`config.mk`:
```
export PLATFORM = sky130hd
export DESIGN_NAME = rv_regfile
export DESIGN_NICKNAME = d
export VERILOG_FILES = /design/src/design/rv_isa_pkg.sv /design/src/design/rv_regfile.sv
export SDC_FILE = /design/constraint.sdc
export NUM_CORES = 2
export LEC_CHECK = 0
export ABC_AREA = 1
export BUFFER_PORTS_ARGS = -buffer_cell sky130_fd_sc_hd__buf_2
export CORE_ASPECT_RATIO = 1.2
export CORE_MARGIN = 3
export CORE_UTILIZATION = 30
export DETAILED_ROUTE_END_ITERATION = 16
export PLACE_DENSITY = 0.4
export SLEW_MARGIN = 20
export SYNTH_ARGS = -nofsm -noshare
export SYNTH_HDL_FRONTEND = slang
export SYNTH_SLANG_ARGS = --single-unit
```
`constraint.sdc`:
```
create_clock -name clk -period 7.3 [get_ports clk]
set_input_delay 1.095 -clock clk [delete_from_list [all_inputs] [get_ports clk]]
set_output_delay 1.095 -clock clk [all_outputs]
set_load 0.05 [all_outputs]
```
`src/design/rv_isa_pkg.sv`:
```
`default_nettype none

package rv_isa_pkg;

	// major opcodes of the supported RV64I subset
	typedef enum logic [6:0] {
		OPC_LUI    = 7'b0110111,
		OPC_AUIPC  = 7'b0010111,
		OPC_JAL    = 7'b1101111,
		OPC_JALR   = 7'b1100111,
		OPC_BRANCH = 7'b1100011,
		OPC_LOAD   = 7'b0000011,
		OPC_STORE  = 7'b0100011,
		OPC_OP_IMM = 7'b0010011,
		OPC_OP     = 7'b0110011
	} opcode_e;

	// branch conditions
	localparam logic [2:0] F3_BEQ  = 3'b000;
	localparam logic [2:0] F3_BNE  = 3'b001;
	localparam logic [2:0] F3_BLT  = 3'b100;
	localparam logic [2:0] F3_BGE  = 3'b101;
	localparam logic [2:0] F3_BLTU = 3'b110;
	localparam logic [2:0] F3_BGEU = 3'b111;

	// alu functions, shared by OP and OP_IMM
	localparam logic [2:0] F3_ADD  = 3'b000;
	localparam logic [2:0] F3_SLL  = 3'b001;
	localparam logic [2:0] F3_SLT  = 3'b010;
	localparam logic [2:0] F3_SLTU = 3'b011;
	localparam logic [2:0] F3_XOR  = 3'b100;
	localparam logic [2:0] F3_SR   = 3'b101; // SRL or SRA, picked by funct7
	localparam logic [2:0] F3_OR   = 3'b110;
	localparam logic [2:0] F3_AND  = 3'b111;

	localparam logic [2:0] F3_DOUBLE = 3'b011; // LD / SD width

	localparam logic [6:0] F7_BASE = 7'b0000000;
	localparam logic [6:0] F7_ALT  = 7'b0100000; // SUB, SRA

	typedef logic [4:0] reg_idx_t;

endpackage

`default_nettype wire

```
`src/design/rv_regfile.sv`:
```
`timescale 1ns/100ps
`default_nettype none

module rv_regfile
	import rv_isa_pkg::*;
(
	input  wire logic        clk,
	input  wire reg_idx_t    rs1,
	input  wire reg_idx_t    rs2,
	output logic      [63:0] rs1_data,
	output logic      [63:0] rs2_data,
	input  wire logic        wb_en,
	input  wire reg_idx_t    wb_rd,
	input  wire logic [63:0] wb_data
);

	logic [63:0] regs [1:31]; // x0 has no storage

	always_ff @(posedge clk) begin
		if (wb_en && wb_rd != 5'd0) begin
			regs[wb_rd] <= wb_data;
		end
	end

	// same-cycle writeback is visible to decode
	assign rs1_data = (rs1 == 5'd0) ? 64'd0 :
		(wb_en && wb_rd == rs1) ? wb_data : regs[rs1];
	assign rs2_data = (rs2 == 5'd0) ? 64'd0 :
		(wb_en && wb_rd == rs2) ? wb_data : regs[rs2];

endmodule

`default_nettype wire

```
# Word-level counts from Yosys, hierarchy flattened
# Memory sizes are Yosys's and may differ from the RTL's.
# Cells that the tools add are included.
[op_classes]
eq_ne = 2
n_mux = 6
n_reduce_logical = 6
[op_table]
columns = ["op", "n"]
rows = [
  ["64-bit two-way mux", 4],
  ["5-bit equality test", 2],
  ["5-bit zero test", 2],
  ["5-bit nonzero test", 1],
  ["1-bit logical AND", 3],
  ["1-bit two-way mux", 2],
]
[word_totals]
reg_bits = 0
ramBits = 1984
inputBits = 81
out_inout_bits = 128
wordCells = 15
mem_count = 1
[mem_list]
columns = ["name", "depth", "width", "read_ports", "rd_ports_with_merged_regs", "wr", "line_no", "text"]
rows = [
  ["regs", 31, 64, 2, 0, 1, "rv_regfile.sv:17", "logic [63:0] regs [1:31];"],
]

# Depth between registers and ports, before layout
[logic_depth]
ltp_word = 4
depth_mapped = 13
mapped_depth_nobuf = 11

# Worst setup path after synthesis
# Ideal clock, no wire load.
[synth_timing]
kind = "input to register"
from = "in wb_rd[4]"
to = "mem regs[4][0], enable pin"
setup_time_ps = 487
arrival_time_ps = 4197
t_required_ps = 6813
setup_slack_ps = 2617
stages = 4
n_path_buf = 1
cell_sequence = "buf_2 -> inv_1 -> nand3_1 -> nor2_1"
[synth_via]
elab_chain_cells = 4
[synth_rtl]
columns = ["element", "line_no", "text"]
rows = [
  ["start, declared", "rv_regfile.sv:13", "input wire reg_idx_t wb_rd,"],
  ["5-bit nonzero test", "rv_regfile.sv:20", "if (wb_en && wb_rd != 5'd0) begin"],
  ["1-bit logical AND", "rv_regfile.sv:20", ""],
  ["1-bit two-way mux", "rv_regfile.sv:20", ""],
  ["1-bit two-way mux (not written as such)", "rv_regfile.sv:21", "regs[wb_rd] <= wb_data;"],
  ["end, declared", "rv_regfile.sv:17", ""],
]
# Several ways; a longest one is shown, not always the timed one.

# Worst setup path after layout
[layout_timing]
from = "in rs2[0]"
to = "out rs2_data[39]"
[layout_via]
elab_chain_cells = 4
elab_cells_between_ends = 6
cone_classes = "eq/ne: 1; mux: 2; reduce/logical: 2; memory: 1"
[layout_rtl]
columns = ["element", "line_no", "text"]
rows = [
  ["start, declared", "rv_regfile.sv:9", "input wire reg_idx_t rs2,"],
  ["branches (longest 3 deep; another with memory read 31 x 64 bit)", "-", ""],
  ["64-bit two-way mux *", "rv_regfile.sv:28", "assign rs2_data = (rs2 == 5'd0) ? 64'd0 :"],
  ["end, declared", "rv_regfile.sv:11", "output logic [63:0] rs2_data,"],
]
# Every way passes the cells marked *.

==> impl_metrics.ini <==
[final_layout]
final_nets = 12800
largest-register = regs
final_cells = 17600
fill_cells = 36300
drive_above_1_share_pct = 6.30
syn_to_final_growth_pct = 12.4
largest_reg_flops = 1984
design_area_mm2 = 0.119
largestRegisters = regs: 1984 flops

[route]
drt-initial-drc-count = 9667
ant_nets = 0
num_vias = 92100
wl_per_cell_um = 27.7
first_pass_iters = 9
wl_mm = 488
drc_errors = 0
via_per_inst = 5.22

[power]
intPower_w = 0.0200
p_sw_w = 0.00791
comb_power_share_pct = 12.8
pwr-share-clk_pct = 41.7
irDropWorstVdd_mv = 0.190
p_per_area_mw_per_mm2 = 235
power_frac_seq_pct = 45.5
power.leakage_nw = 50.0
p_sw_share_pct = 28.3

[worst_setup_path]
cp.required_ns = 6.20
critPathBufInv = 4
cp_max_fo = 93
path_common_cell = a21oi_1
end_kind = output port
cpLargestDelayFamily = buffers and inverters
crit_chain = buf_8 > inv_8 > o21ai_1 > a21oi_1 > nand3_4 > buf_4 > a21oi_1 > buf_2
max_stage_delay_ns = 0.80
path_class = in2out
critPathArrivalTime_ns = 5.00
critical_path.slowest_cell = inv_8
cp-start-kind = input pin

[clock_tree]
clock-sinks = 1984
h-tree-depth = 4
cts_tree = done
cts_resized = 0
cts_root_buf = clkbuf_16
ctsLongestPathBuffers = 4
post_cts_buffers = 0
cts_buffers = 240
cts_hold_buffers = 0
cts.clk_slew.worst_paths_ns = 0.06

[die]
fp.dieArea_mm2 = 0.360
initial_core_util_pct = 30.2
die_x_um = 548
dieHeight_um = 657
core_area_mm2 = 0.351
pin_count = 209
fp-row-count = 238

[logic_synthesis]
postSynthCellCount = 12900
synth_top_cell_by_area = edfxtp_1
synth_edf_count = 1984
synthArstFlopShare_pct = 0
synth_area_mm2 = 0.106
yosysSeqAreaShare_pct = 56.3
synth_area_leaders = edfxtp_1, nand2_1, nand3_1
yosys_warnings = 0
syn_area_per_cell_um2 = 8.20
synth_fp_nets = 13000
synth_common_cells = nand2_1, edfxtp_1, nand3_1, inv_1, nor2_1
synth_most_common_cell = nand2_1
yosys.area.top_type_share_pct = 56.3
synth-seq-cells = 1984
ys.flop_type = edfxtp_1
synthDistinctLibCells = 25

[global_routing]
grt_pass1_vias = 88700
antenna_found_initial = 50
grt_max_degree = 154
grt_overflow = 0
track_usage_pct = 26.2
grt_pass1_wl_mm = 678

[placed_design]
post-place-cells = 17200
dp_hpwl_mm = 259
placed_cell_area_mm2 = 0.112
portBuffers = 208
place.gp.congestion = 0.825

[sta]
slew_headroom_pct = 22.4
hold_viol = 0
period_share_pct = 83.5
rsz0062_at_grt = false
final_max_slew_viol_count = 0
finalCriticalPeriod_ns = 6.09
fin_setup_tns_ns = 0
timing.fmax_mhz = 164
tightestPinTransition_ns = 1.16
setup_violations = 0

[min_path]
hold_path_end = regs[15][1]$_DFFE_PP_
hold_start = wb_data[1]
min_path_cells = 1
worstHoldPathType = in2reg

[status]
outcome = completed

[job]
cap_violations = 0
-- power by group through the flow --
stage,combinational [W],clock (W),sequential [W]
after global routing,0.00382,0.0123,0.0127
after CTS,0.00357,0.0119,0.0127
after floorplan,0.00203,0,0.0130
after detailed placement,0.00356,0,0.0130
after global placement,0.00356,0,0.0130
final,0.00358,0.0117,0.0127
-- cell families (layout without fill, tap and decap cells) --
group / after synthesis / after routing / synth area share, %
buffers and inverters: 2418 / 2452 / 9.56
AOI/OAI and AO/OA: 1044 / 1044 / 5.34
xor gates and xnor gates: 2 / 2 / 0.0166
other: 0 / 27 / 0
and+or+nand+nor: 7454 / 7454 / 28.8
DFF: 1984 / 1984 / 56.3
-- through the flow --
step                power [W]  hold slack (ns)  utilization (%)  setup WS (ns)
floorplan              0.0150             1.19                -           2.62
global placement       0.0165             1.65             31.8           1.33
detailed placement     0.0165             1.66             31.8           1.28
CTS                    0.0282            0.633             33.9           1.26
global route           0.0289            0.680             33.9           1.10
finish                 0.0280            0.695             33.9           1.21
-- worst max-delay path by stage --
| stage | depth (start not counted) | slack (ns) | end | startpoint |
|---|---|---|---|---|
| 5_1_grt | 8 | 1.10 | rs2_data[39] | rs2[0] |
| 3_3_place_gp | 8 | 1.33 | rs2_data[63] | rs2[0] |
| 3_5_place_dp | 8 | 1.28 | rs2_data[39] | rs2[0] |
| 2_1_floorplan | 4 | 2.62 | regs[4][0]$_DFFE_PP_ | wb_rd[4] |
| 6_report | 8 | 1.21 | rs2_data[39] | rs2[0] |
| 4_1_cts | 8 | 1.26 | rs2_data[39] | rs2[0] |
-- cell usage in the layout, fill, tap and decap left out, types with 75 or more instances in the layout --
cell type  count
a21oi_1      440
buf_2        198
buf_4        156
clkbuf_16    245
clkinv_1      75
edfxtp_1    1984
inv_1       1577
nand2_1     4659
nand3_1     1896
nor2_1       830
o211ai_1     167
o21ai_0      300
o21ai_1      132
-- routing by layer --
layer	part of all wire [%]	routed length [um]	vias up	track usage [%]
li1	-	-	41500	-
met1	42	206000	45800	34.4
met2	47	230000	3856	43.8
met3	6.7	32700	891	3.68
met4	3.9	19300	8	9.59
met5	0.011	52	-	0
-- final cells by class --
cell class	instances	area (um^2)	area share (%)
Clock buffer	298	6330	5.32
Tap cell	4680	5860	4.92
Multi-Input combinational cell	8500	36400	30.6
Clock inverter	134	1010	0.852
Antenna cell	27	67.6	0.0568
Sequential cell	1984	59600	50.1
Inverter	1590	6030	5.07
Timing Repair Buffer	430	3630	3.05
Power figures use the tool's default switching activity.
