## src/design/rv_core_pkg.sv

```systemverilog
`default_nettype none

package rv_core_pkg;

	localparam int XLEN = 64;

	typedef enum logic [3:0] {
		ALU_ADD,
		ALU_SUB,
		ALU_SLL,
		ALU_SLT,
		ALU_SLTU,
		ALU_XOR,
		ALU_SRL,
		ALU_SRA,
		ALU_OR,
		ALU_AND,
		ALU_PASS_B // LUI, result is operand b
	} alu_op_e;

	typedef enum logic [1:0] {
		WB_ALU,
		WB_MEM,
		WB_LINK // pc + 4
	} wb_sel_e;

	typedef enum logic [2:0] {
		BR_NONE,
		BR_EQ,
		BR_NE,
		BR_LT,
		BR_GE,
		BR_LTU,
		BR_GEU,
		BR_JUMP // JAL and JALR, always taken
	} br_kind_e;

endpackage

`default_nettype wire

```

## src/design/rv_isa_pkg.sv

```systemverilog
`default_nettype none

package rv_isa_pkg;

	// major opcodes of the supported RV64I subset
	typedef enum logic [6:0] {
		OPC_LUI    = 7'b0110111,
		OPC_AUIPC  = 7'b0010111,
		OPC_JAL    = 7'b1101111,
		OPC_JALR   = 7'b1100111,
		OPC_BRANCH = 7'b1100011,
		OPC_LOAD   = 7'b0000011,
		OPC_STORE  = 7'b0100011,
		OPC_OP_IMM = 7'b0010011,
		OPC_OP     = 7'b0110011
	} opcode_e;

	// branch conditions
	localparam logic [2:0] F3_BEQ  = 3'b000;
	localparam logic [2:0] F3_BNE  = 3'b001;
	localparam logic [2:0] F3_BLT  = 3'b100;
	localparam logic [2:0] F3_BGE  = 3'b101;
	localparam logic [2:0] F3_BLTU = 3'b110;
	localparam logic [2:0] F3_BGEU = 3'b111;

	// alu functions, shared by OP and OP_IMM
	localparam logic [2:0] F3_ADD  = 3'b000;
	localparam logic [2:0] F3_SLL  = 3'b001;
	localparam logic [2:0] F3_SLT  = 3'b010;
	localparam logic [2:0] F3_SLTU = 3'b011;
	localparam logic [2:0] F3_XOR  = 3'b100;
	localparam logic [2:0] F3_SR   = 3'b101; // SRL or SRA, picked by funct7
	localparam logic [2:0] F3_OR   = 3'b110;
	localparam logic [2:0] F3_AND  = 3'b111;

	localparam logic [2:0] F3_DOUBLE = 3'b011; // LD / SD width

	localparam logic [6:0] F7_BASE = 7'b0000000;
	localparam logic [6:0] F7_ALT  = 7'b0100000; // SUB, SRA

	typedef logic [4:0] reg_idx_t;

endpackage

`default_nettype wire

```

## src/design/rv_decode.sv

```systemverilog
`timescale 1ns/100ps
`default_nettype none

module rv_decode
	import rv_isa_pkg::*;
	import rv_core_pkg::*;
(
	input  wire logic            clk,
	input  wire logic            rst,
	input  wire logic [XLEN-1:0] f_pc,
	input  wire logic [31:0]     inst,
	input  wire logic            redirect,
	output reg_idx_t             rs1,
	output reg_idx_t             rs2,
	input  wire logic [XLEN-1:0] rs1_data,
	input  wire logic [XLEN-1:0] rs2_data,
	output logic                 d_valid,
	output logic      [XLEN-1:0] d_pc,
	output reg_idx_t             d_rs1,
	output reg_idx_t             d_rs2,
	output logic      [XLEN-1:0] d_rs1_data,
	output logic      [XLEN-1:0] d_rs2_data,
	output logic      [XLEN-1:0] d_imm,
	output reg_idx_t             d_rd,
	output alu_op_e              d_alu_op,
	output logic                 d_src_a_pc,
	output logic                 d_src_b_imm,
	output br_kind_e             d_br_kind,
	output logic                 d_jalr,
	output logic                 d_mem_read,
	output logic                 d_mem_write,
	output wb_sel_e              d_wb_sel,
	output logic                 d_reg_write
);

	opcode_e         opcode;
	logic [2:0]      funct3;
	logic [6:0]      funct7;
	logic [XLEN-1:0] imm_i, imm_s, imm_b, imm_u, imm_j;
	logic [XLEN-1:0] imm;
	alu_op_e         alu_op;
	br_kind_e        br_kind;
	wb_sel_e         wb_sel;
	logic            src_a_pc, src_b_imm, jalr, mem_read, mem_write, reg_write;

	// one alu function per funct3, alt bits only matter for ADD and SR
	function automatic alu_op_e f3_to_alu(input logic [2:0] f3, input logic sub, input logic sra);
		case (f3)
			F3_ADD:  return sub ? ALU_SUB : ALU_ADD;
			F3_SLL:  return ALU_SLL;
			F3_SLT:  return ALU_SLT;
			F3_SLTU: return ALU_SLTU;
			F3_XOR:  return ALU_XOR;
			F3_SR:   return sra ? ALU_SRA : ALU_SRL;
			F3_OR:   return ALU_OR;
			default: return ALU_AND;
		endcase
	endfunction

	assign opcode = opcode_e'(inst[6:0]);
	assign funct3 = inst[14:12];
	assign funct7 = inst[31:25];
	assign rs1    = inst[19:15];
	assign rs2    = inst[24:20];

	assign imm_i = {{52{inst[31]}}, inst[31:20]};
	assign imm_s = {{52{inst[31]}}, inst[31:25], inst[11:7]};
	assign imm_b = {{51{inst[31]}}, inst[31], inst[7], inst[30:25], inst[11:8], 1'b0};
	assign imm_u = {{32{inst[31]}}, inst[31:12], 12'b0};
	assign imm_j = {{43{inst[31]}}, inst[31], inst[19:12], inst[20], inst[30:21], 1'b0};

	always_comb begin
		imm       = imm_i;
		alu_op    = ALU_ADD;
		br_kind   = BR_NONE;
		wb_sel    = WB_ALU;
		src_a_pc  = 1'b0;
		src_b_imm = 1'b0;
		jalr      = 1'b0;
		mem_read  = 1'b0;
		mem_write = 1'b0;
		reg_write = 1'b0; // unknown opcodes fall through as a no-op
		case (opcode)
			OPC_LUI: begin
				imm       = imm_u;
				alu_op    = ALU_PASS_B;
				src_b_imm = 1'b1;
				reg_write = 1'b1;
			end
			OPC_AUIPC: begin
				imm       = imm_u;
				src_a_pc  = 1'b1;
				src_b_imm = 1'b1;
				reg_write = 1'b1;
			end
			OPC_JAL: begin
				imm       = imm_j;
				br_kind   = BR_JUMP;
				wb_sel    = WB_LINK;
				reg_write = 1'b1;
			end
			OPC_JALR: begin
				br_kind   = BR_JUMP;
				jalr      = 1'b1;
				wb_sel    = WB_LINK;
				reg_write = 1'b1;
			end
			OPC_BRANCH: begin
				imm = imm_b;
				case (funct3)
					F3_BEQ:  br_kind = BR_EQ;
					F3_BNE:  br_kind = BR_NE;
					F3_BLT:  br_kind = BR_LT;
					F3_BGE:  br_kind = BR_GE;
					F3_BLTU: br_kind = BR_LTU;
					F3_BGEU: br_kind = BR_GEU;
					default: br_kind = BR_NONE;
				endcase
			end
			OPC_LOAD: begin
				src_b_imm = 1'b1;
				wb_sel    = WB_MEM;
				mem_read  = (funct3 == F3_DOUBLE); // only LD
				reg_write = (funct3 == F3_DOUBLE);
			end
			OPC_STORE: begin
				imm       = imm_s;
				src_b_imm = 1'b1;
				mem_write = (funct3 == F3_DOUBLE); // only SD
			end
			OPC_OP_IMM: begin
				src_b_imm = 1'b1;
				reg_write = 1'b1;
				// inst[25] is shamt[5] in RV64, so only funct6 tells SRAI apart
				alu_op    = f3_to_alu(funct3, 1'b0, funct7[6:1] == F7_ALT[6:1]);
			end
			OPC_OP: begin
				reg_write = 1'b1;
				alu_op    = f3_to_alu(funct3, funct7 == F7_ALT, funct7 == F7_ALT);
			end
			default: ;
		endcase
	end

	// control bits, cleared on reset and squashed to a bubble on redirect
	always_ff @(posedge clk) begin
		if (rst || redirect) begin
			d_valid     <= 1'b0;
			d_br_kind   <= BR_NONE;
			d_mem_read  <= 1'b0;
			d_mem_write <= 1'b0;
			d_reg_write <= 1'b0;
		end else begin
			d_valid     <= 1'b1;
			d_br_kind   <= br_kind;
			d_mem_read  <= mem_read;
			d_mem_write <= mem_write;
			d_reg_write <= reg_write;
		end
	end

	always_ff @(posedge clk) begin
		d_pc        <= f_pc;
		d_rs1       <= rs1;
		d_rs2       <= rs2;
		d_rs1_data  <= rs1_data;
		d_rs2_data  <= rs2_data;
		d_imm       <= imm;
		d_rd        <= inst[11:7];
		d_alu_op    <= alu_op;
		d_src_a_pc  <= src_a_pc;
		d_src_b_imm <= src_b_imm;
		d_jalr      <= jalr;
		d_wb_sel    <= wb_sel;
	end

endmodule

`default_nettype wire

```

## config.mk

```make
export PLATFORM = sky130hd
export DESIGN_NAME = rv_decode
export DESIGN_NICKNAME = d
export VERILOG_FILES = /design/src/design/rv_core_pkg.sv /design/src/design/rv_isa_pkg.sv /design/src/design/rv_decode.sv
export SDC_FILE = /design/constraint.sdc
export NUM_CORES = 1
export LEC_CHECK = 0
export BUFFER_PORTS_ARGS = -buffer_cell sky130_fd_sc_hd__buf_2
export CAP_MARGIN = 10
export CORE_AREA = 3 3 206 208
export CTS_BUF_LIST = sky130_fd_sc_hd__clkbuf_4
export DETAILED_ROUTE_END_ITERATION = 8
export DIE_AREA = 0 0 209 211
export GPL_ROUTABILITY_DRIVEN = 1
export SLEW_MARGIN = 20
export SYNTH_ARGS = -nofsm -noshare
export SYNTH_HDL_FRONTEND = slang
export SYNTH_SLANG_ARGS = --single-unit
```

## constraint.sdc

```tcl
create_clock -name clk -period 1.45 [get_ports clk]
set_input_delay 0.2175 -clock clk [delete_from_list [all_inputs] [get_ports clk]]
set_output_delay 0.2175 -clock clk [all_outputs]
set_load 0.02 [all_outputs]
```

# After elaboration in Yosys (flattened, before gate mapping)
# Cells that the tools add are included.
[totals]
input_bits = 227
regBits = 255
word_cells = 60
output_inout_bits = 297
[op_classes]
bitwise = 2
eq_ne = 18
n_reduce_logical = 8
mux = 15
[op_table]
columns = ["operator", "n"]
rows = [
  ["31-bit case mux with 4 select lines", 1],
  ["4-bit case mux with 7 select lines", 2],
  ["7-bit by 6-bit equality test with 1-bit output, second input constant", 4],
  ["7-bit equality test, second input constant", 3],
  ["3-bit case mux with 6 select lines", 1],
  ["7-bit by 5-bit equality test with 1-bit output, second input constant", 2],
  ["3-bit equality test, second input constant", 4],
  ["4-bit case mux with 3 select lines", 1],
  ["2-bit OR reduction", 4],
  ["7-bit by 2-bit equality test with 1-bit output, second input constant", 1],
  ["1-bit two-way mux", 7],
  ["3-bit by 2-bit equality test with 1-bit output, second input constant", 2],
  ["6-bit by 5-bit equality test with 1-bit output, second input constant", 1],
  ["3-bit case mux with 2 select lines", 1],
  ["6-bit OR reduction", 1],
  ["5-bit OR reduction", 1],
  ["2-bit case mux with 2 select lines", 1],
  ["3-bit by 1-bit equality test with 1-bit output, second input constant", 1],
  ["3-bit logical NOT", 1],
  ["1-bit inverter", 2],
  ["1-bit case mux with 2 select lines", 1],
  ["1-bit logical OR", 1],
]

# Logic depth before layout (Yosys ltp)
[depth]
ltp_word = 4
ltp_mapped = 5
depth_no_buf = 4

# Least setup slack after synthesis
# Ideal clock, no wire load.
[synth_timing]
path_kind = "input to register"
startpoint = "in inst[6]"
endpoint = "reg d_imm[15]"
t_required_ns = 1.329
n_path_buf = 1
t_arrival_ns = 1.366
stages = 4
slack_ns = -0.036
setup_ns = 0.121
path_cell_list = "buf_2 or3b_1 a21oi_4 mux2_2"
[synth_via]
elab_chain_len = 3
[synth_lines]
columns = ["element", "line", "rtl"]
rows = [
  ["from (decl)", "rv_decode.sv:11", "input wire logic [31:0] inst,"],
  ["7-bit by 5-bit equality test with 1-bit output / 7-bit by 6-bit equality test with 1-bit output (equally long branches)", "rv_decode.sv:83", "case (opcode)"],
  ["2-bit OR reduction (no line)", "--", ""],
  ["31-bit case mux with 4 select lines (*)", "rv_decode.sv:83", ""],
  ["via imm[15]", "rv_decode.sv:40", "logic [XLEN-1:0] imm;"],
  ["to (signal assigned)", "rv_decode.sv:168", "d_imm <= imm;"],
  ["to (decl)", "rv_decode.sv:23", "output logic [XLEN-1:0] d_imm,"],
]
# Mark *: on every way through the listed nets, which the timed path passes. The rest lies on a longest branch.
# A chain may end at the register's enable or synchronous reset.

# Worst setup path after layout
[layout_timing]
startpoint = "reg d_imm[31] (netlist name)"
endpoint = "out d_imm[42]"
# No word-level cell between the ends.

==> metrics.cfg <==
[status]
outcome = complete, but fails checks
violations = setup timing

[layout]
layout.cells.most_common_list = 272 x dlygate4sd3_1, 254 x dfxtp_2, 254 x buf_6, 235 x buf_2, 90 x clkbuf_4
drive_above_1_share = 0.708
nets = 1471
area_delta_synth_final_pct = 142
regArea_sq_um = 5430
fin_util = 0.368
final_common_cell = dlygate4sd3_1
num-fill-cells = 3809
fin_area_sq_um = 15000
multi_input_area_sq_um = 707

[timing]
maxSlewViolCount = 0
min_period_over_period = 1.13
worstMarginPinSlew_ns = 0.487
slew_headroom = 0.675
fmax_mhz = 612
setup_viol = 35
period_needed_ns = 1.63
worst_slack_ns = -0.184
rsz0062_at_grt = yes
final_hold_viol_count = 0

[floorplanning]
coreArea_sq_um = 40700
die_height_um = 211
row_count = 74
die_area_sq_um = 44100
initial_core_util = 0.152
io_pins = 524
die_w_um = 209

[critical_path]
max_stage_delay_ns = 0.39
required_ns = 1.23
cp.arrival_ns = 1.42
crit_path_start_kind = flip-flop
path_class = flip-flop to primary output
path_max_fanout = 16
crit_chain = buf_16 -> buf_4
end_kind = primary output
cpMaxStageDelayCell = dfxtp_4

[synthesis]
yosysWarnings = 0
netlist-cell-type-count = 37
synthSimpleGateAreaFrac = 0.0480
synth_fa_ha_area_frac = 0
synth_top_family_by_area = buffers and inverters
ys_seq_elements = 255
ys_seq_area_frac = 0.826
syn-cell-area_sq_um = 6180
synthCells = 409
syn_area_per_cell_sq_um = 15.1
synthXorXnorAreaFrac = 0.00142
synth-compound-area-share = 0.0439
syn_nets = 636
synth_mux_area_frac = 0.0198

[clock_tree]
post_cts_buffers = 0
cts_tree = yes
clockBufferDepth = 3
clock-sinks = 255
htree_levels = 3
cts.clk_slew.worst_paths_ns = 0.06
cts_buffers = 72
clockRootBuffer = clkbuf_4

[min_path]
holdPathEnd = d_pc[56]
hp-class = input port to flip-flop
hold_depth = 2
min_from = f_pc[56]

[grt]
grt_max_degree = 20
antenna_found_initial = 15
grt_pass1_wl_mm = 47.6
track_usage = 0.148
grt-ovfl-total = 0
grt_pass1_vias = 7574

[power_and_ir_drop]
pwr-share-comb = 0.161
p_per_area_nw_per_um2 = 1120
pwr-share-clk = 0.381
switchingPower_mw = 4.50
leakagePower_nw = 6.80
p_int_mw = 12.2
irDropWorstVdd_mv = 0.571
switching_share = 0.269
p_seq_frac = 0.458

[routing]
wl_mm = 34.3
detail-route-antenna-nets = 0
drc = 0
post_drt_wl_per_cell_um = 18.7
vias = 6553
drt_iter0_drc = 250
vias_per_cell = 3.58
dr.pass1.iters = 4

[job]
cap_violations = 0

[placement]
portBuffers = 523
place.gp.congestion = 0.778
place_hpwl_mm = 22.4
place_area_sq_um = 9230

metal layers:
| metal | GRT usage | up-vias | part of all wire |
|---|---|---|---|
| li1 | - | 3024 | - |
| met1 | 0.140 | 3058 | 0.34 |
| met2 | 0.263 | 381 | 0.52 |
| met3 | 0.0760 | 86 | 0.098 |
| met4 | 0.0767 | 4 | 0.037 |
| met5 | 0 | - | 0.00067 |
what timing repair did:
action                                  in CTS  in global routing
pin swaps                                    0                  1
endpoints found under the setup margin     287                314
gates cloned                                 1                  2
hold buffers                               272                  1
gates resized for setup                    811                  4
endpoints found under the hold margin      255                  1
how the worst max path moves through the flow:
stage               slack [ns]        end  depth (start not counted)       from
finish                   -0.18  d_imm[42]                          2  d_imm[31]
detailed placement       -0.13  d_imm[15]                          4    inst[3]
floorplan                -0.03  d_imm[15]                          4    inst[6]
global placement         -0.11  d_imm[17]                          4    inst[3]
CTS                      -0.32  d_imm[50]                          2  d_imm[31]
global route             -0.34  d_imm[42]                          2  d_imm[31]
cell families after synthesis:
| logic type | count (synthesis) |
|---|---|
| flops | 255 |
| buf+inv | 57 |
| mux | 11 |
| compound gates | 38 |
| simple gates | 47 |
| xor+xnor | 1 |
worst max-delay path, delay by kind of cell, from the launching register on:
family	cells	cell delay, ns
buf+inv	2	0.30
flops	1	0.39
sequential cells by signal, indices dropped and copies added, names as in the netlist, 2 cells and up:
signal,flops
d_rs1,5
d_pc,64
d_rs1_data,64
d_imm,32
d_rs2,5
d_rd,5
d_br_kind,3
d_rs2_data,64
d_wb_sel,2
d_alu_op,4
cell usage after synthesis (all sizes together):
master / count / area share
a211oi: 2 / 0.0024
a21boi: 2 / 0.0024
a21o: 11 / 0.013
a21oi: 3 / 0.0043
and2: 2 / 0.0020
and3b: 1 / 0.0014
and4bb: 1 / 0.0020
buf: 45 / 0.054
clkbuf: 7 / 0.0043
dfxtp: 255 / 0.83
inv: 5 / 0.0030
mux2: 10 / 0.018
mux2i: 1 / 0.0016
nand2: 3 / 0.0018
nand2b: 4 / 0.0040
nand3: 8 / 0.0065
nand3b: 4 / 0.0049
nand4b: 2 / 0.0028
nor2: 5 / 0.0034
nor2b: 8 / 0.0081
nor3: 2 / 0.0016
nor4: 1 / 0.0010
nor4b: 3 / 0.0043
o2111ai: 1 / 0.0014
o21a: 2 / 0.0024
o21ai: 9 / 0.0073
o22ai: 2 / 0.0020
o2bb2ai: 4 / 0.0057
o311ai: 1 / 0.0014
o31ai: 1 / 0.0012
or3: 1 / 0.0010
or3b: 1 / 0.0014
or4b: 1 / 0.0016
xor2: 1 / 0.0014
per-stage QoR:
step                power [mW]  hold slack, ns  TNS (ns)  setup WS, ns  instances
floorplan                 8.38           0.245    -0.255       -0.0319        409
global placement          9.20           0.319    -0.882        -0.111       1427
detailed placement        9.22           0.321     -1.18        -0.133       1427
CTS                       16.9         0.00115    -30.24        -0.324       1817
global route              17.5          0.0134    -27.75        -0.343       1831
finish                    16.7           0.123     -5.77        -0.184       1832
power groups by stage:
stage	Clock [mW]	Combinational, mW	Sequential [mW]
3_5_place_dp	0	1.59	7.63
6_report	6.37	2.70	7.65
4_1_cts	6.56	2.65	7.64
3_3_place_gp	0	1.58	7.62
5_1_grt	7.04	2.83	7.68
2_1_floorplan	0	0.282	8.10
final cells by class:
class                           count  share of cell area
Antenna cell                       13             0.00217
Timing Repair Buffer              813               0.486
Clock inverter                     28              0.0123
Multi-Input combinational cell     97              0.0472
Inverter                            5             0.00125
Tap cell                          532              0.0444
Sequential cell                   255               0.362
Clock buffer                       89              0.0446
No activity file was read; power rests on OpenSTA's default activity.
