==> src/design/rv_core_pkg.sv <==
`default_nettype none

package rv_core_pkg;

	localparam int XLEN = 64;

	typedef enum logic [3:0] {
		ALU_ADD,
		ALU_SUB,
		ALU_SLL,
		ALU_SLT,
		ALU_SLTU,
		ALU_XOR,
		ALU_SRL,
		ALU_SRA,
		ALU_OR,
		ALU_AND,
		ALU_PASS_B // LUI, result is operand b
	} alu_op_e;

	typedef enum logic [1:0] {
		WB_ALU,
		WB_MEM,
		WB_LINK // pc + 4
	} wb_sel_e;

	typedef enum logic [2:0] {
		BR_NONE,
		BR_EQ,
		BR_NE,
		BR_LT,
		BR_GE,
		BR_LTU,
		BR_GEU,
		BR_JUMP // JAL and JALR, always taken
	} br_kind_e;

endpackage

`default_nettype wire

==> src/design/rv_fetch.sv <==
`timescale 1ns/100ps
`default_nettype none

module rv_fetch
	import rv_core_pkg::*;
#(
	parameter logic [XLEN-1:0] RESET_PC = '0
) (
	input  wire logic            clk,
	input  wire logic            rst,
	input  wire logic            redirect,
	input  wire logic [XLEN-1:0] redirect_pc,
	output logic      [XLEN-1:0] f_pc
);

	logic [XLEN-1:0] pc;
	logic [XLEN-1:0] next_pc;

	// taken branch or jump from execute wins over the sequential pc
	always_comb begin
		if (redirect) begin
			next_pc = redirect_pc;
		end else begin
			next_pc = pc + 64'd4;
		end
	end

	always_ff @(posedge clk) begin
		if (rst) begin
			pc <= RESET_PC;
		end else begin
			pc <= next_pc;
		end
	end

	assign f_pc = pc; // goes straight out as pc_out

endmodule

`default_nettype wire

==> config.mk <==
export PLATFORM = sky130hd
export DESIGN_NAME = rv_fetch
export DESIGN_NICKNAME = d
export VERILOG_FILES = /design/src/design/rv_core_pkg.sv /design/src/design/rv_fetch.sv
export SDC_FILE = /design/constraint.sdc
export NUM_CORES = 1
export LEC_CHECK = 0
export BUFFER_PORTS_ARGS = -buffer_cell sky130_fd_sc_hd__buf_2
export CELL_PAD_IN_SITES_DETAIL_PLACEMENT = 1
export CELL_PAD_IN_SITES_GLOBAL_PLACEMENT = 1
export CORE_MARGIN = 2
export CORE_UTILIZATION = 33
export CTS_BUF_LIST = sky130_fd_sc_hd__clkbuf_4
export DETAILED_ROUTE_END_ITERATION = 16
export GPL_TIMING_DRIVEN = 0
export HOLD_SLACK_MARGIN = 0.05
export PLACE_DENSITY_LB_ADDON = 0.05
export SYNTH_ARGS = -nofsm -noshare
export SYNTH_HDL_FRONTEND = slang
export SYNTH_SLANG_ARGS = --single-unit
==> constraint.sdc <==
create_clock -name clk -period 2.1 [get_ports clk]
set_input_delay 0.21 -clock clk [delete_from_list [all_inputs] [get_ports clk]]
set_output_delay 0.21 -clock clk [all_outputs]
set_load 0.01 [all_outputs]
**Yosys cells after proc, flatten, opt, wreduce, memory -nomap -nowiden**

Index checks and enable logic that the tools add are counted.

- Flip-flop bits (word level): 64
- Input port bits: 67
- Output and inout bits: 64
- Word-level logic and storage cells: 3

- Add/sub/neg operators: 1
- Muxes and demuxes: 1

Operator list:

| operator | number |
|---|---|
| $add 64x3->64 const B | 1 |
| $mux 64 | 1 |

**Longest topological paths before layout**

Gate-level depths: netlist (run 1).

- Depth after elaboration: 2
- Depth in mapped cells: 10
- Depth with buffers taken out: 6

**Worst setup path before layout (run 1)**

Ideal clock, no wire load.

- Path kind: register -> register
- From: register pc[13], in the netlist f_pc[13]
- To: register pc[60], in the netlist f_pc[60]
- Setup time: 86 ps
- Arrival: 2098 ps
- Data required time: 2014 ps
- Setup slack: -84 ps
- Stages on the path, launching flop included: 8
- Path buffers: 1
- Path through: dfxtp_1 buf_6 nand3_4 or4_4 nor4_4 nand4_1 xor2_1 a211oi_1

- Word-level cells in the longest chain between the ends: 2

Ends and longest elaborated chain:

| element | RTL line | source |
|---|---|---|
| start: declaration | rv_fetch.sv:16 | `logic [XLEN-1:0] pc;` |
| start signal: assignment | rv_fetch.sv:32 | `pc <= next_pc;` |
| $add 64x3->64 | rv_fetch.sv:24 | `next_pc = pc + 64'd4;` |
| $mux 64 | rv_fetch.sv:21 | `if (redirect) begin` |

No other way between the ends.
A chain may end at the register's enable or synchronous reset.

**Worst setup path in the final report (run 1)**

- From: register pc[16], in the netlist f_pc[16]
- To: register pc[52], in the netlist f_pc[52]

Same word-level chain as after synthesis.

==> results of run 1 <==
area by class of cell:
class	count	share of cell area
Inverter	7	0.00490
Clock inverter	3	0.00210
Multi-Input combinational cell	334	0.416
Buffer	25	0.0236
Clock buffer	11	0.0154
Tap cell	136	0.0317
Sequential cell	64	0.249
Timing Repair Buffer	206	0.257
cells by family (layout without fill, tap and decap cells):
group,after synthesis,count (layout),synth area share
AND/OR/NAND/NOR,203,203,0.304
AO/OA/AOI/OAI,70,70,0.129
flip-flops,64,64,0.364
XOR/XNOR,54,54,0.134
buffers and inverters,36,252,0.0487
multiplexers,6,6,0.0171
adder cells (fa/ha/maj),1,1,0.00355
worst paths after layout:
kind | from | endpoint
worst max-delay path | f_pc[16]$_SDFF_PP0_ | f_pc[52]$_SDFF_PP0_
worst min-delay path | redirect_pc[41] | f_pc[41]$_SDFF_PP0_
worst max register to register | f_pc[16]$_SDFF_PP0_ | f_pc[52]$_SDFF_PP0_
worst min register to register | f_pc[0]$_SDFFE_PP0P_ | f_pc[0]$_SDFFE_PP0P_
worst max-delay path: stages, from the launching register on:
cell,delay [ns]
dfxtp_4,0.38
nand4_4,0.11
or4_4,0.56
nor4_4,0.29
buf_4,0.18
buf_6,0.13
nand2_2,0.05
xor2_1,0.14
a211oi_1,0.20
power by group:
part / leakage (nW) / internal, mW / switching [mW]
clock: 0.0553 / 0.247 / 0.454
combinational: 1.65 / 0.275 / 0.262
sequential: 0.542 / 1.29 / 0.103
Yosys cell counts:
cell,n
nand4_2,1
buf_6,2
nand4_4,1
clkbuf_2,2
or2_2,2
a21oi_1,21
xor2_1,26
mux2i_1,6
and3_2,1
and2_2,1
nor4_2,1
and4_2,4
or3_1,6
o21ai_0,10
xnor2_1,28
nor3b_1,1
nand4_1,18
buf_4,1
dfxtp_1,64
and3_1,7
and2_1,2
buf_1,2
a211oi_1,30
buf_2,1
or4_4,1
nand3_4,1
ha_1,1
clkbuf_4,1
nor4_1,6
o21a_1,1
nor4_4,2
nand2_1,38
a311oi_1,4
clkbuf_8,1
nand3_1,25
clkinv_1,1
inv_1,6
nor2_1,66
nor3_1,13
o21bai_1,4
and4_1,6
clkbuf_1,19
routing by layer:
metal / up-vias / GRT usage
li1: 1959 / -
met3: 24 / 0.0345
met2: 113 / 0.396
met4: 0 / 0.0881
met5: - / 0
met1: 1920 / 0.284
cell usage in the layout (no fill, tap or decap), drive strengths merged:
cell type and instances:
and4 10, and2 3, nor4 9, clkinv 4
buf 159, nor2 66, nand3 26, nand2 38
or2 2, dlygate4sd3 54, o21a 1, xnor2 28
nand4 20, or4 1, inv 6, ha 1
a21oi 21, or3 6, mux2i 6, nor3 13
clkbuf 29, nor3b 1, o21bai 4, a211oi 30
xor2 26, dfxtp 64, a311oi 4, and3 8
o21ai 10
per-stage QoR:
step / setup TNS (ns) / hold WS, ns
global placement: -7.55 / 0.421
CTS: -0.255 / 0.0522
global route: -0.569 / 0.0547
finish: -0.00421 / 0.0579
floorplan: 0 / 0.319
detailed placement: -8.04 / 0.432
what timing repair did:
item                                    in CTS  in global routing
resized for setup                           40                 39
pin swaps                                    7                 15
hold buffers                                54                  0
endpoints found under the setup margin      33                 33
gates cloned                                 0                  1
hold endpoints to repair                    54                  0
setup buffers                               16                  6
==> summary.md, run 1 <==
| Metric | Value |
|---|---|
| Status | complete, but fails checks |
| Failing checks | negative setup slack |
| Clock-pin slew on the worst setup and hold paths | 0.11 ns |
| Crit Path Class | reg -> reg |
| WL met2 | 6540 µm |
| Worst rel slew slack | 0.560 |
| Area occupied by multi-input gates | 0.00223 mm² |
| Max reg flops | 64 |
| Post-synth top area share | 0.364 |
| Final Skew | 0.0100 ns |
| Distinct cells, synth | 42 |
| Routed vias/inst | 5.11 |
| Synthesized net count | 502 |
| Register area | 0.00134 mm² |
| Crit end category | flip-flop |
| CTS root buffer | clkbuf_4 |
| Final Cell Area | 0.00536 mm² |
| Reg2Reg Depth | 8 |
| MaxCap Viol Count | 0 |
| Met3 WL post-DR | 582 µm |
| P&R area growth vs syn | 52.3% |
| Synth Instances | 434 |
| Min-Delay Path Class | in -> reg |
| Hold Path Depth | 3 |
| DRC viols | 0 |
| Power Total | 2.64 mW |
| Yosys reg bits | 64 |
| Wirelength per Cell | 16.8 µm |
| Core Area | 0.0103 mm² |
| Reg2Reg Setup Slack | -0.004 ns |
| Fin. max-slew vios | 0 |
| Via count | 4,016 |
| GPL Wtd Cong | 0.823 |
| Largest net degree at the start of global routing | 11 |
| Starting density of the core | 0.341 |
| Clk buf depth | 2 |
| Initial DRC Count | 105 |
| Layout Utilization | 0.519 |
| Filler Cell Count | 1,284 |
| Area of the die | 0.0115 mm² |
| Syn. warnings | 0 |
| Critical Path AT | 2.45 ns |
| Sequential share of the synthesized area | 0.364 |
| Chip Height | 107 µm |
| Endpoints failing setup | 1 |
| Total grt overflow | 0 |
| First-pass GRT wire length | 20,500 µm |
| # diodes | 0 |
| IO Pins | 131 |
| Post-layout minimum cycle time | 2.10 ns |
| Clk Latency, worst-skew pair | 0.43 ns |
| Top post-synthesis cells by area | dfxtp_1, nor2_1, xnor2_1, xor2_1, a211oi_1 |
| Highest metal used | met4 |
| DP Wirelength | 8900 µm |
| Final Hold Vio Count | 0 |
| Worst Max-Slew Pin Slew | 0.660 ns |
| Worst EP required | 2.45 ns |
| Dpl ws | -0.627 ns |
| Crit-path max FO | 4 |
| Placed Cells | 699 |
| Num CTS Buffers | 9 |
| Port Buf Inserts | 129 |
| Chip width | 107 µm |
| Biggest area consumer among synthesized cells | dfxtp_1 |
| CTS tree | built |
| Placed cell areas | 0.00434 mm² |
| Leakage | 2.25 nW |
| Final WS setup | -0.00421 ns |
| Layout Cells excl Fill | 786 |
| Peak supply drop | 0.220 mV |
| M1 wire length | 5740 µm |
| Final WL | 13,200 µm |
| Total track usage | 0.228 |
| RSZ-0062 raised after global routing | yes |
| Antenna violations before repair | 0 |
| Share of post-route cells with drive strength above 1 | 0.358 |
| Max H-tree Level | 3 |
| FMAX | 475 MHz |
| Final period util | 1.00 |
| Post-route ant nets | 0 |
| Row count | 37 |
| Synthesized area per cell | 8.11 µm² |
| Pwr/cell area | 491 mW/mm² |
| Final nets | 715 |
| Vias in the first global route | 3,983 |
| CTS sink count | 64 |
| Crit start category | flip-flop |
| DRT Pass-1 Iters | 4 |
| Cell area after synthesis | 0.00352 mm² |
Note: power is estimated with default switching activity, not from simulation.
==> run 2: changes to the inputs <==
--- a/config.mk
+++ b/config.mk
@@ -9,7 +9,7 @@
 export CELL_PAD_IN_SITES_DETAIL_PLACEMENT = 1
 export CELL_PAD_IN_SITES_GLOBAL_PLACEMENT = 1
 export CORE_MARGIN = 2
-export CORE_UTILIZATION = 33
+export CORE_UTILIZATION = 36
 export CTS_BUF_LIST = sky130_fd_sc_hd__clkbuf_4
 export DETAILED_ROUTE_END_ITERATION = 16
 export GPL_TIMING_DRIVEN = 0
==> constraint.sdc (replaced) <==
create_clock -name clk -period 2 [get_ports clk]
set_input_delay 0.2 -clock clk [delete_from_list [all_inputs] [get_ports clk]]
set_output_delay 0.2 -clock clk [all_outputs]
set_load 0.01 [all_outputs]
==> run 2 against run 1 <==
The flow still finishes with violations (negative setup slack). Final cell count rose by 3.2%. Flip-flop and latch count did not move. Worst setup slack got worse by 0.14 ns. Largest cell class unchanged. Highest routed layer unchanged.
==> summary.md, run 2 (synthesized netlist as in run 1, its figures left out) <==
| Metric | Value |
|---|---|
| Status | complete, but fails checks |
| Failing checks | negative setup slack |
| Final WL | 14,700 µm |
| Total track usage | 0.265 |
| Final Cell Area | 0.00580 mm² |
| Total grt overflow | 0 |
| Post-route ant nets | 0 |
| Final period util | 1.07 |
| RR Startpoint | f_pc[17]$_SDFF_PP0_ |
| RSZ-0062 raised after global routing | yes |
| Endpoints failing setup | 14 |
| Commonest non-fill, non-tap cell in the layout | buf_2 |
| Critical Path AT | 2.49 ns |
| First-pass GRT wire length | 21,700 µm |
| Post-layout minimum cycle time | 2.14 ns |
| Wirelength per Cell | 18.1 µm |
| Vias in the first global route | 4,347 |
| Reg2Reg Depth | 8 |
| Chip width | 103 µm |
| CTS sink count | 64 |
| Antenna violations before repair | 0 |
| Crit-path max FO | 4 |
| Final nets | 742 |
| Row count | 36 |
| P&R area growth vs syn | 64.6% |
| Reg2Reg Setup Slack | -0.14 ns |
| FMAX | 466 MHz |
| Crit end category | flip-flop |
| GPL Wtd Cong | 0.795 |
| Min Hold Slack | 0.0633 ns |
| Pwr/cell area | 493 mW/mm² |
| Min-Delay Path Class | in -> reg |
| Clk buf depth | 2 |
| Chip Height | 103 µm |
| Worst Max-Slew Pin Slew | 0.672 ns |
| DP Wirelength | 8800 µm |
| Crit Path Class | reg -> reg |
| Fin. max-slew vios | 0 |
| Via count | 4,224 |
| Core Area | 0.00964 mm² |
| Initial DRC Count | 145 |
| Filler Cell Count | 1,213 |
| Crit start category | flip-flop |
| Final WS setup | -0.145 ns |
| Commonest cells after routing, fill and taps aside | buf_2, nor2_1, dlygate4sd3_1 |
| CTS root buffer | clkbuf_4 |
| Largest net degree at the start of global routing | 11 |
| Final Hold Vio Count | 0 |
| DRC viols | 0 |
| Port Buf Inserts | 129 |
| Worst rel slew slack | 0.552 |
| Final Skew | 0.0163 ns |
| Max H-tree Level | 3 |
| Clk Latency, worst-skew pair | 0.44 ns |
| # diodes | 0 |
| Num CTS Buffers | 9 |
| Worst EP required | 2.34 ns |
| Clock-pin slew on the worst setup and hold paths | 0.11 ns |
| Max reg flops | 64 |
| Hold Path Depth | 3 |
| Share of post-route cells with drive strength above 1 | 0.417 |
| Placed cell areas | 0.00435 mm² |
| CTS tree | built |
| FF-to-FF End | f_pc[61]$_SDFF_PP0_ |
| Hold_sp | redirect_pc[63] |
| DRT Pass-1 Iters | 5 |
| Hold Path Sink | f_pc[63]$_SDFF_PP0_ |
| MaxCap Viol Count | 0 |
| Peak supply drop | 0.262 mV |
| IO Pins | 131 |
| Routed vias/inst | 5.21 |
| Starting density of the core | 0.365 |
| Area of the die | 0.0106 mm² |
| Leakage | 2.51 nW |
==> run 2: how the worst max path moves through the flow <==
stage | start | to | slack [ns] | depth (start not counted)
2_1_floorplan | f_pc[23]$_SDFF_PP0_ | f_pc[60]$_SDFF_PP0_ | -0.005 | 7
3_3_place_gp | f_pc[30]$_SDFF_PP0_ | f_pc[61]$_SDFF_PP0_ | -0.56 | 6
3_5_place_dp | f_pc[30]$_SDFF_PP0_ | f_pc[61]$_SDFF_PP0_ | -0.62 | 6
4_1_cts | f_pc[17]$_SDFF_PP0_ | f_pc[60]$_SDFF_PP0_ | -0.13 | 7
5_1_grt | f_pc[17]$_SDFF_PP0_ | f_pc[61]$_SDFF_PP0_ | -0.22 | 8
6_report | f_pc[17]$_SDFF_PP0_ | f_pc[61]$_SDFF_PP0_ | -0.14 | 8
==> run 2: cell type report <==
class	count	area, µm²	share of cell area
multi-input combinational	335	2390	0.413
timing repair buffer	232	1600	0.276
sequential	64	1350	0.234
tap	133	166	0.0287
buffer	25	150	0.0259
clock buffer	13	97.6	0.0168
inverter	7	26.3	0.00453
clock inverter	2	7.51	0.00130
==> run 2: repair_timing <==
item / CTS / global route
endpoints found under the setup margin: 34 / 33
cloned: 2 / 0
pin swaps: 23 / 31
buffers inserted: 25 / 15
hold endpoints to repair: 62 / 0
resized for setup: 62 / 62
hold buffers: 62 / 0
==> run 2: where the power goes <==
| group | total [mW] | leakage, nW | internal (mW) | switching, mW |
|---|---|---|---|---|
| registers | 1.48 | 0.546 | 1.36 | 0.113 |
| clock network | 0.777 | 0.0629 | 0.298 | 0.478 |
| logic | 0.604 | 1.90 | 0.308 | 0.297 |
==> run 2: per-stage QoR <==
stage / util / worst slack, ns / TNS (ns) / power, mW / std cells
floorplan: - / -0.00545 / -0.0157 / 1.73 / 434
global placement: 0.452 / -0.563 / -7.83 / 1.94 / 696
detailed placement: 0.452 / -0.616 / -9.16 / 1.96 / 696
CTS: 0.571 / -0.133 / -0.711 / 2.85 / 799
global route: 0.601 / -0.218 / -2.56 / 3.00 / 811
finish: 0.601 / -0.145 / -0.899 / 2.86 / 811
==> run 2: layer usage <==
layer  vias up  wire length (µm)  track usage
li1       2027                 -            -
met1      2051              6140        0.315
met2       129              7630        0.478
met3        17               697       0.0386
met4         0               220        0.109
met5         -                 0            0
==> run 2: worst max-delay path, stage by stage, from the launching register on <==
cell	delay (ns)
dfxtp_4	0.38
nand4_4	0.11
or4_4	0.61
buf_6	0.15
nor4_4	0.14
buf_4	0.19
nand3_2	0.07
xor2_1	0.14
a211oi_1	0.24
==> run 3: changes to the inputs <==
--- a/config.mk
+++ b/config.mk
@@ -9,8 +9,7 @@
 export CELL_PAD_IN_SITES_DETAIL_PLACEMENT = 1
 export CELL_PAD_IN_SITES_GLOBAL_PLACEMENT = 1
 export CORE_MARGIN = 2
-export CORE_UTILIZATION = 36
-export CTS_BUF_LIST = sky130_fd_sc_hd__clkbuf_4
+export CORE_UTILIZATION = 35
 export DETAILED_ROUTE_END_ITERATION = 16
 export GPL_TIMING_DRIVEN = 0
 export HOLD_SLACK_MARGIN = 0.05
==> run 3 against run 2 <==
The flow still finishes with violations (negative setup slack). Register-to-register slack gained 0.13 ns. Final cell count down 7.8%. Critical path depth shrank 1. First-iteration DRC count grew 8.3%. Global-route usage fell by 3.6 points. Sequential share of layout area increased by 2.7 points. Flip-flop and latch count is the same. Worst setup slack improved by 0.13 ns. Non-clock buffer count decreased by 62. Worst hold slack worse by 0.0068 ns. Core utilization fell by 7.5 points. Largest cell class unchanged. Largest power group unchanged. Highest routed layer unchanged.
==> summary.md, run 3 (synthesized netlist as in run 1, its figures left out) <==
| Metric | Value |
|---|---|
| Status | complete, but fails checks |
| Failing checks | negative setup slack |
| # diodes | 0 |
| FF-to-FF End | f_pc[57]$_SDFF_PP0_ |
| Post-layout minimum cycle time | 2.01 ns |
| Worst Max-Slew Pin Slew | 0.698 ns |
| Placed cell areas | 0.00435 mm² |
| Share of post-route cells with drive strength above 1 | 0.431 |
| Chip Height | 104 µm |
| IO Pins | 131 |
| Worst rel slew slack | 0.534 |
| DRT Pass-1 Iters | 4 |
| Critical path depth | 7 |
| Crit-path max FO | 4 |
| Antenna violations before repair | 0 |
| GPL Wtd Cong | 0.828 |
| Pwr/cell area | 588 mW/mm² |
| Slowest library cell on the worst path | or4_4 |
| P&R area growth vs syn | 46.2% |
| Hold Path Depth | 3 |
| Endpoints failing setup | 2 |
| Wirelength per Cell | 17.6 µm |
| RR Startpoint | f_pc[19]$_SDFF_PP0_ |
| Leakage | 2.22 nW |
| Final setup TNS | -0.0187 ns |
| Crit start category | flip-flop |
| CTS sink count | 64 |
| Routed vias/inst | 5.32 |
| Area of the die | 0.0109 mm² |
| Crit Path Class | reg -> reg |
| Vias in the first global route | 3,979 |
| First-pass GRT wire length | 20,100 µm |
| Total grt overflow | 0 |
| Num CTS Buffers | 9 |
| Max reg flops | 64 |
| Largest net degree at the start of global routing | 11 |
| Crit path cell chain | nand3_4 -> or4_4 -> nor4_4 -> buf_4 -> nand4_1 -> xor2_1 -> a211oi_1 |
| Clk buf depth | 2 |
| Peak supply drop | 0.263 mV |
| RSZ-0062 raised after global routing | yes |
| Final Skew | 0.00808 ns |
| Final WL | 13,200 µm |
| Hold Path Sink | f_pc[58]$_SDFF_PP0_ |
| Fin. max-slew vios | 0 |
| Hold_sp | redirect_pc[58] |
| Filler Cell Count | 1,222 |
| Crit path launch | f_pc[19]$_SDFF_PP0_ |
| Final Cell Area | 0.00515 mm² |
| Delay-heaviest family, CP | simple AND/OR/NAND/NOR gates |
| Crit end category | flip-flop |
| Clk Latency, worst-skew pair | 0.35 ns |
| CTS tree | built |
| Initial DRC Count | 157 |
| FMAX | 497 MHz |
| Commonest non-fill, non-tap cell in the layout | buf_2 |
| DP Wirelength | 8950 µm |
| Buffers plus inverters on the worst setup path | 1 |
| Core Area | 0.00977 mm² |
| Commonest cells after routing, fill and taps aside | buf_2, nor2_1, dfxtp_1 |
| Clock-pin slew on the worst setup and hold paths | 0.07 ns |
| Layout Utilization | 0.526 |
| Final Hold Vio Count | 0 |
| Power Total | 3.03 mW |
| Post-route ant nets | 0 |
| CTS root buffer | clkbuf_8 |
| Critical Path AT | 2.27 ns |
| Max H-tree Level | 3 |
| MaxCap Viol Count | 0 |
| Row count | 36 |
| Post-CTS Hold Buffers | 0 |
| Worst EP required | 2.26 ns |
| DRC viols | 0 |
| Min Hold Slack | 0.0565 ns |
| Chip width | 104 µm |
| Min-Delay Path Class | in -> reg |
| Final WS setup | -0.0121 ns |
| Starting density of the core | 0.360 |
| Final period util | 1.01 |
| Total track usage | 0.229 |
| Largest stage delay on the critical path | 0.60 ns |
| Port Buf Inserts | 129 |
| Final nets | 680 |
| Via count | 3,977 |
| Reg2Reg Setup Slack | -0.01 ns |
| Reg2Reg Depth | 7 |
[run 3: cell count changes in the layout (fill, tap and decap cells not counted), moves of 10 or more]
cell	delta
dfxtp_2	-10
dfxtp_1	+10
clkbuf_8	+11
clkbuf_4	-13
dlygate4sd3_1	-62
[run 3: how the worst max path moves through the flow]
stage                                     end  slack [ns]
after floorplan           f_pc[60]$_SDFF_PP0_      -0.005
after global placement    f_pc[61]$_SDFF_PP0_       -0.58
after detailed placement  f_pc[57]$_SDFF_PP0_       -0.60
after CTS                 f_pc[60]$_SDFF_PP0_       -0.12
after global routing      f_pc[57]$_SDFF_PP0_        -0.1
final                     f_pc[57]$_SDFF_PP0_       -0.01
[run 3: what timing repair did]
item | in CTS | in global routing
resized for setup | 50 | 51
endpoints found under the setup margin | 33 | 39
pin swaps | 23 | 26
buffers inserted | 21 | 20
gates cloned | 1 | 0
[run 3: per-layer routing]
| layer | vias up | GRT usage | part of all wire |
|---|---|---|---|
| met4 | 0 | 0.0869 | 0.019 |
| met2 | 114 | 0.395 | 0.50 |
| met5 | - | 0 | 0 |
| met1 | 1948 | 0.284 | 0.44 |
| li1 | 1888 | - | - |
| met3 | 27 | 0.0407 | 0.042 |
[run 3: stage by stage]
stage,setup slack (ns),instances
floorplan,-0.00545,434
global placement,-0.577,696
detailed placement,-0.602,696
CTS,-0.116,731
global route,-0.0965,748
finish,-0.0121,748
[run 3: worst register-to-register path: cells and delay by family (launching register included)]
kind	cells	cell delay, ns
AO/OA/AOI/OAI	1	0.23
buffers and inverters	1	0.18
XOR/XNOR	1	0.18
AND/OR/NAND/NOR	4	0.95
flip-flops	1	0.38
[run 3: area by class of cell]
cell class	instances	area, µm²	share of cell area
Clock buffer	14	173	0.0336
Timing Repair Buffer	170	976	0.190
Inverter	7	26.3	0.00511
Tap cell	133	166	0.0323
Multi-Input combinational cell	335	2320	0.451
Sequential cell	64	1340	0.261
Buffer	25	140	0.0272
[run 3: power by group]
group	total (mW)	internal [mW]	switching [mW]
logic	0.504	0.233	0.271
clock network	1.05	0.540	0.509
registers	1.47	1.36	0.112
total	3.03	2.13	0.892
